[src/logic/game_link_pkg.sv]
`default_nettype none

package game_link_pkg;

    // ====================================================================
    // common types
    // ====================================================================

    // one byte on the serial line. also used for payloads, scores and codes.
    typedef logic [7:0] byte_t;

    // framer sequence for one two-byte frame.
    typedef enum logic [2:0] {
        ST_IDLE,          // waiting for a pending request.
        ST_LOAD_CODE,     // request taken, code byte goes out when the line is free.
        ST_SEND_CODE,     // code byte handed over, waiting for the transmitter to start.
        ST_LOAD_PAYLOAD,  // waiting for the code byte to finish.
        ST_SEND_PAYLOAD,  // payload byte handed over.
        ST_DONE           // waiting for the payload byte to finish.
    } framer_state_t;

    // ====================================================================
    // default event codes
    // ====================================================================
    localparam byte_t DEFAULT_START_CODE = 8'hAA;
    localparam byte_t DEFAULT_SCORE_CODE = 8'h5C;

endpackage

`default_nettype wire

[src/logic/event_capture.sv]
`timescale 1ns/1ps
`default_nettype none

module event_capture #(
    parameter game_link_pkg::byte_t START_CODE = game_link_pkg::DEFAULT_START_CODE,
    parameter game_link_pkg::byte_t SCORE_CODE = game_link_pkg::DEFAULT_SCORE_CODE
) (
    input  logic                 clk,
    input  logic                 reset,
    input  logic                 start,
    input  logic                 game_started,
    input  logic                 score_valid,
    input  game_link_pkg::byte_t score,
    input  logic                 req_taken,
    output logic                 req_valid,
    output game_link_pkg::byte_t req_code,
    output game_link_pkg::byte_t req_payload
);

    import game_link_pkg::*;

    logic  start_pending;
    logic  score_pending;
    byte_t start_payload;
    byte_t score_payload;
    logic  take_start;
    logic  take_score;

    // ====================================================================
    // which kind is being taken
    // ====================================================================

    // the start request is presented whenever it is pending, so req_taken
    // always refers to start first and to score only when start is clear.
    assign take_start = req_taken && start_pending;
    assign take_score = req_taken && !start_pending && score_pending;

    // ====================================================================
    // pending flags
    // ====================================================================
    always_ff @(posedge clk or posedge reset) begin
        if (reset) begin
            start_pending <= 1'b0;
            score_pending <= 1'b0;
        end else begin
            // a new strobe wins over the clear of its own kind.
            if (start) begin
                start_pending <= 1'b1;
            end else if (take_start) begin
                start_pending <= 1'b0;
            end

            if (score_valid) begin
                score_pending <= 1'b1;
            end else if (take_score) begin
                score_pending <= 1'b0;
            end
        end
    end

    // payloads are overwritten by every strobe, so the latest value wins.
    always_ff @(posedge clk) begin
        if (start) begin
            start_payload <= {7'b0000000, game_started};
        end
        if (score_valid) begin
            score_payload <= score;
        end
    end

    // ====================================================================
    // request presented to the framer
    // ====================================================================
    assign req_valid   = start_pending || score_pending;
    assign req_code    = start_pending ? START_CODE : SCORE_CODE;
    assign req_payload = start_pending ? start_payload : score_payload;

endmodule

`default_nettype wire

[src/logic/event_framer.sv]
`timescale 1ns/1ps
`default_nettype none

module event_framer (
    input  logic                 clk,
    input  logic                 reset,
    input  logic                 req_valid,
    input  game_link_pkg::byte_t req_code,
    input  game_link_pkg::byte_t req_payload,
    output logic                 req_taken,
    input  logic                 tx_busy,
    output game_link_pkg::byte_t tx_data,
    output logic                 tx_load,
    output logic                 data_sent
);

    import game_link_pkg::*;

    framer_state_t state;
    byte_t         payload_q;

    // ====================================================================
    // frame sequencer
    // ====================================================================

    // req_taken, tx_load and data_sent are registered one-cycle pulses.
    always_ff @(posedge clk or posedge reset) begin
        if (reset) begin
            state     <= ST_IDLE;
            req_taken <= 1'b0;
            tx_load   <= 1'b0;
            data_sent <= 1'b0;
        end else begin
            req_taken <= 1'b0;
            tx_load   <= 1'b0;
            data_sent <= 1'b0;

            case (state)
                ST_IDLE: begin
                    if (req_valid) begin
                        req_taken <= 1'b1;  // capture clears the request on the next clock.
                        state     <= ST_LOAD_CODE;
                    end
                end

                ST_LOAD_CODE: begin
                    if (!tx_busy) begin
                        tx_load <= 1'b1;
                        state   <= ST_SEND_CODE;
                    end
                end

                // tx_busy rises on the clock after tx_load.
                ST_SEND_CODE: begin
                    if (tx_busy) begin
                        state <= ST_LOAD_PAYLOAD;
                    end
                end

                ST_LOAD_PAYLOAD: begin
                    if (!tx_busy) begin
                        tx_load <= 1'b1;
                        state   <= ST_SEND_PAYLOAD;
                    end
                end

                ST_SEND_PAYLOAD: begin
                    if (tx_busy) begin
                        state <= ST_DONE;
                    end
                end

                ST_DONE: begin
                    if (!tx_busy) begin
                        data_sent <= 1'b1;  // stop bit of the payload byte has ended.
                        state     <= ST_IDLE;
                    end
                end

                default: state <= ST_IDLE;
            endcase
        end
    end

    // ====================================================================
    // byte registers
    // ====================================================================

    // the request is copied in the req_taken cycle, before capture moves on.
    always_ff @(posedge clk) begin
        if (req_taken) begin
            tx_data   <= req_code;
            payload_q <= req_payload;
        end else if (state == ST_LOAD_PAYLOAD && !tx_busy) begin
            tx_data <= payload_q;
        end
    end

endmodule

`default_nettype wire

[src/logic/game_link_top.sv]
`timescale 1ns/1ps
`default_nettype none

module game_link_top #(
    parameter game_link_pkg::byte_t START_CODE   = game_link_pkg::DEFAULT_START_CODE,
    parameter game_link_pkg::byte_t SCORE_CODE   = game_link_pkg::DEFAULT_SCORE_CODE,
    parameter int                   CLKS_PER_BIT = 434
) (
    input  logic                 clk,
    input  logic                 reset,
    input  logic                 start,
    input  logic                 game_started,
    input  logic                 score_valid,
    input  game_link_pkg::byte_t score,
    output logic                 tx,
    output logic                 data_sent
);

    import game_link_pkg::*;

    logic  req_valid;
    logic  req_taken;
    byte_t req_code;
    byte_t req_payload;
    logic  tx_load;
    logic  tx_busy;
    byte_t tx_data;

    // ====================================================================
    // capture, framer and transmitter
    // ====================================================================
    event_capture #(
        .START_CODE (START_CODE),
        .SCORE_CODE (SCORE_CODE)
    ) u_capture (
        .clk          (clk),
        .reset        (reset),
        .start        (start),
        .game_started (game_started),
        .score_valid  (score_valid),
        .score        (score),
        .req_taken    (req_taken),
        .req_valid    (req_valid),
        .req_code     (req_code),
        .req_payload  (req_payload)
    );

    event_framer u_framer (
        .clk         (clk),
        .reset       (reset),
        .req_valid   (req_valid),
        .req_code    (req_code),
        .req_payload (req_payload),
        .req_taken   (req_taken),
        .tx_busy     (tx_busy),
        .tx_data     (tx_data),
        .tx_load     (tx_load),
        .data_sent   (data_sent)
    );

    uart_tx #(
        .CLKS_PER_BIT (CLKS_PER_BIT)
    ) u_uart_tx (
        .clk     (clk),
        .reset   (reset),
        .tx_data (tx_data),
        .tx_load (tx_load),
        .tx_busy (tx_busy),
        .tx      (tx)
    );

endmodule

`default_nettype wire

[src/logic/uart_tx.sv]
`timescale 1ns/1ps
`default_nettype none

module uart_tx #(
    parameter int CLKS_PER_BIT = 434
) (
    input  logic                 clk,
    input  logic                 reset,
    input  game_link_pkg::byte_t tx_data,
    input  logic                 tx_load,
    output logic                 tx_busy,
    output logic                 tx
);

    localparam int CNT_W = (CLKS_PER_BIT > 1) ? $clog2(CLKS_PER_BIT) : 1;
    localparam logic [CNT_W-1:0] LAST_CLK = CNT_W'(CLKS_PER_BIT - 1);
    localparam logic [3:0]       LAST_BIT = 4'd9;  // start, eight data bits, stop.

    logic [9:0]       frame_q;  // shifted out from bit 0.
    logic [CNT_W-1:0] clk_cnt;
    logic [3:0]       bit_cnt;
    logic             busy_q;

    // ====================================================================
    // serializer
    // ====================================================================

    // the frame register idles at all ones so the line stays high.
    always_ff @(posedge clk or posedge reset) begin
        if (reset) begin
            frame_q <= '1;
            clk_cnt <= '0;
            bit_cnt <= '0;
            busy_q  <= 1'b0;
        end else if (!busy_q) begin
            if (tx_load) begin
                frame_q <= {1'b1, tx_data, 1'b0};  // stop, data lsb first, start.
                clk_cnt <= '0;
                bit_cnt <= '0;
                busy_q  <= 1'b1;
            end
        end else if (clk_cnt == LAST_CLK) begin
            clk_cnt <= '0;
            frame_q <= {1'b1, frame_q[9:1]};
            if (bit_cnt == LAST_BIT) begin
                bit_cnt <= '0;
                busy_q  <= 1'b0;  // stop bit has been held for a full bit time.
            end else begin
                bit_cnt <= bit_cnt + 1'b1;
            end
        end else begin
            clk_cnt <= clk_cnt + 1'b1;
        end
    end

    assign tx      = frame_q[0];
    assign tx_busy = busy_q;

endmodule

`default_nettype wire

[config.mk]
export PLATFORM = sky130hd
export DESIGN_NAME = game_link_top
export DESIGN_NICKNAME = d
export VERILOG_FILES = /design/src/logic/game_link_pkg.sv /design/src/logic/event_capture.sv /design/src/logic/event_framer.sv /design/src/logic/game_link_top.sv /design/src/logic/uart_tx.sv
export SDC_FILE = /design/constraint.sdc
export NUM_CORES = 1
export LEC_CHECK = 0
export ABC_CLOCK_PERIOD_IN_PS = 1400
export BUFFER_PORTS_ARGS = -buffer_cell sky130_fd_sc_hd__buf_2
export CAP_MARGIN = 5
export CORE_MARGIN = 8
export CORE_UTILIZATION = 40
export DETAILED_ROUTE_END_ITERATION = 12
export GPL_ROUTABILITY_DRIVEN = 0
export SYNTH_ARGS = -nofsm -noshare
export SYNTH_HDL_FRONTEND = slang
export SYNTH_SLANG_ARGS = --single-unit
[constraint.sdc]
create_clock -name clk -period 1.4 [get_ports clk]
set_input_delay 0.28 -clock clk [delete_from_list [all_inputs] [get_ports clk]]
set_output_delay 0.28 -clock clk [all_outputs]
set_load 0.02 [all_outputs]
==> reports/results.txt <==
Layout cell share with drive strength beyond 1 -> 26.7%
RSZ-0062 raised after global routing -> yes
Clock latency on the worst-skew pair -> 310 ps
RR Endpoint -> u_uart_tx.clk_cnt[6]
Pre-CTS WS -> -79.0 ps
Crit-path slowest cell -> dfrtp_1
Post-Syn Area per Cell -> 12.1 µm²
Slew HR -> 72.7%
PD cells -> 1620 mW/mm²
Post-DP Area -> 0.00271 mm²
Final Util -> 49.0%
CTS buffer count -> 5
Max Cap Violations -> 0
Crit. Startpoint -> u_uart_tx.clk_cnt[1]
Clock Sinks -> 56
Detail Placement HPWL -> 2.84 mm
Outcome -> finished with violations
Design area -> 0.00287 mm²
Layout area overhead -> 19.9%
Setup TNS -> -164 ps
Syn_nets -> 214
DR WL/cell -> 12.6 µm
Sequential area share after synthesis -> 64.2%
Hold path endpoint -> u_capture.score_payload[0]
Slew @ Worst Pin -> 410 ps
CP max FO -> 6
Hold WS -> 147 ps
Nets -> 252
Ys async rst share -> 55.4%
FF-to-FF setup slack -> -60 ps
Final ANT Viol Nets -> 0
Port bufs -> 14
Routed wire length -> 3.93 mm
Max clock buf depth -> 2
Synth warnings -> 0
Vias per cell -> 4.87
Post-CTS Setup Repair Bufs -> 0
Hold crit path type -> in -> reg
Initial cell density of the core -> 40.9%
Maximum vdd ir drop -> 0.000809 V
Fmax -> 0.684 GHz
Final Max Tran Viols -> 0
Row cnt -> 28
Final Cycle Share -> 104%
Residual DRC -> 0
Reg2reg path depth -> 6
Boundary Pins -> 15
Area of the core -> 0.00585 mm²
Final Critical Period -> 1460 ps
Cell variety after synth -> 41
WHS Path Cells -> 1
Via count -> 1,514
Total gr overflow -> 0
Failing checks -> setup timing
Root buffer cell -> clkbuf_8
CP peak stage delay -> 390 ps
Global-route wire length before repair -> 6.74 mm
Clock slew at reported path FFs -> 90 ps
CP cell instances -> inv_1, ha_1, and4b_1, a21o_4, nor3_2, a311o_2
CP arrival -> 1650 ps
Die Area -> 0.00872 mm²
Initial antenna violation count -> 0
Final setup fails -> 7
H-tree depth -> 2
Ant diodes -> 0
Largest net degree at the start of global routing -> 32
Drt initial violations -> 74
Hold Vio Cnt, Final -> 0
Drt first pass iters -> 4
Ys flop type -> edfxtp_1
Setup crit end kind -> flip-flop
Mapped Area -> 0.00239 mm²
Vias in the first global route -> 1,500
Critical path data required time -> 1590 ps
Lkg Pwr -> 0.00122 µW
Crit Path Class -> reg -> reg
EDFF count, synth -> 25
Crit path launch type -> flip-flop
CTS tree -> done
R2R Path Start -> u_uart_tx.clk_cnt[1]
Die width -> 93.4 µm
Final WS setup -> -61.2 ps
Hold Path Origin -> score[0]
Total track usage -> 9.63%
Clock skew -> 9.34 ps
Die Height -> 93.4 µm
Post-Syn Instances -> 197
Synth Register Bits -> 56
[worst max path at each step]
stage,to,slack (ps),depth (start not counted)
finish,u_uart_tx.clk_cnt[6],-60,6
global route,u_uart_tx.clk_cnt[6],-120,6
CTS,u_uart_tx.clk_cnt[6],-70,6
detailed placement,u_uart_tx.clk_cnt[6],-80,6
global placement,u_uart_tx.clk_cnt[6],-40,6
floorplan,u_uart_tx.clk_cnt[6],-40,6
[registers in the layout (all words and copies together), names as in the netlist, 3 cells and up]
signal / count
u_uart_tx.frame_q: 9
u_framer.tx_data: 8
u_uart_tx.clk_cnt: 9
u_uart_tx.bit_cnt: 4
u_framer.state: 3
u_capture.score_payload: 8
u_framer.payload_q: 8
[cell usage in the layout, fill, tap and decap left out, types with 3 or more instances in the layout]
cell | synthesis | layout
and3_1 | 5 | 4
nand2_1 | 17 | 14
o21a_1 | 6 | 6
a21oi_1 | 5 | 5
o22a_1 | 6 | 6
nand3_1 | 6 | 6
edfxtp_1 | 25 | 25
nor2b_1 | 11 | 10
nor2_1 | 11 | 11
buf_2 | 2 | 14
o21ai_1 | 3 | 6
o21ai_0 | 10 | 7
inv_1 | 13 | 13
clkbuf_8 | 0 | 5
o22ai_1 | 4 | 4
ha_1 | 4 | 4
dfstp_2 | 9 | 9
nand2b_1 | 4 | 4
dfrtp_1 | 22 | 22
a22o_1 | 3 | 3
buf_4 | 0 | 19
[final cells by class]
cell class              instances  area (µm²)
fillers                       515        2980
flip-flops and latches         56        1540
multi-input cells             123         815
repair buffers                 36         263
well taps                      75        93.8
clock buffers                   6        72.6
inverters                      13        48.8
clock inverters                 2        38.8
[where the power goes]
| part | total [µW] | switching, µW | internal (µW) |
|---|---|---|---|
| sequential | 2570 | 274 | 2290 |
| combinational | 1030 | 484 | 546 |
| clock | 1060 | 520 | 541 |
[worst max-delay path, delay by kind of cell (launching register included)]
kind                     cells  cell delay (ps)
adder cells (fa/ha/maj)      1              160
AND/OR/NAND/NOR              2              300
flip-flops                   1              390
buffers and inverters        1               50
AO/OA/AOI/OAI                2              460
[kinds of logic after synthesis]
group	synth area share [%]
DFF	64.2
buffers and inverters	3.24
muxes	1.31
xor gates and xnor gates	0.732
adders and majority gates	2.09
and+or+nand+nor	15.7
AOI/OAI and AO/OA	12.7
[stage by stage]
stage	total power, µW	cells
after floorplan	3160	197
after global placement	3560	302
after detailed placement	3600	302
after CTS	4680	311
after global routing	4930	311
final	4660	311
[metal layers]
layer	share of wire [%]	vias up	global-route usage, %	routed length, µm
li1	-	777	-	-
met2	47	19	14.9	1830
met4	1.1	0	4.43	44
met5	0	-	0	0
met1	50	714	12.2	1940
met3	2.7	4	2.80	107
[cells in the mapped netlist, types with 4 or more instances]
master / n / area share (%)
ha_1: 4 / 2.1
o21ai_0: 10 / 2.1
nand2_1: 17 / 2.7
nand2b_1: 4 / 1.0
a21oi_1: 5 / 1.0
and3_1: 5 / 1.3
dfrtp_1: 22 / 23
nor2b_1: 11 / 2.9
o21a_1: 6 / 1.9
nand3_1: 6 / 1.3
o22a_1: 6 / 2.2
dfstp_2: 9 / 9.9
o22ai_1: 4 / 1.0
inv_1: 13 / 2.0
edfxtp_1: 25 / 31
nor2_1: 11 / 1.7
[repair_timing]
item,4_1_cts,5_1_grt
endpoints found under the setup margin,13,26
pin swaps,1,1
hold buffers,1,0
hold endpoints to repair,22,0
gates resized for setup,5,6
Power figures use the tool's default switching activity.
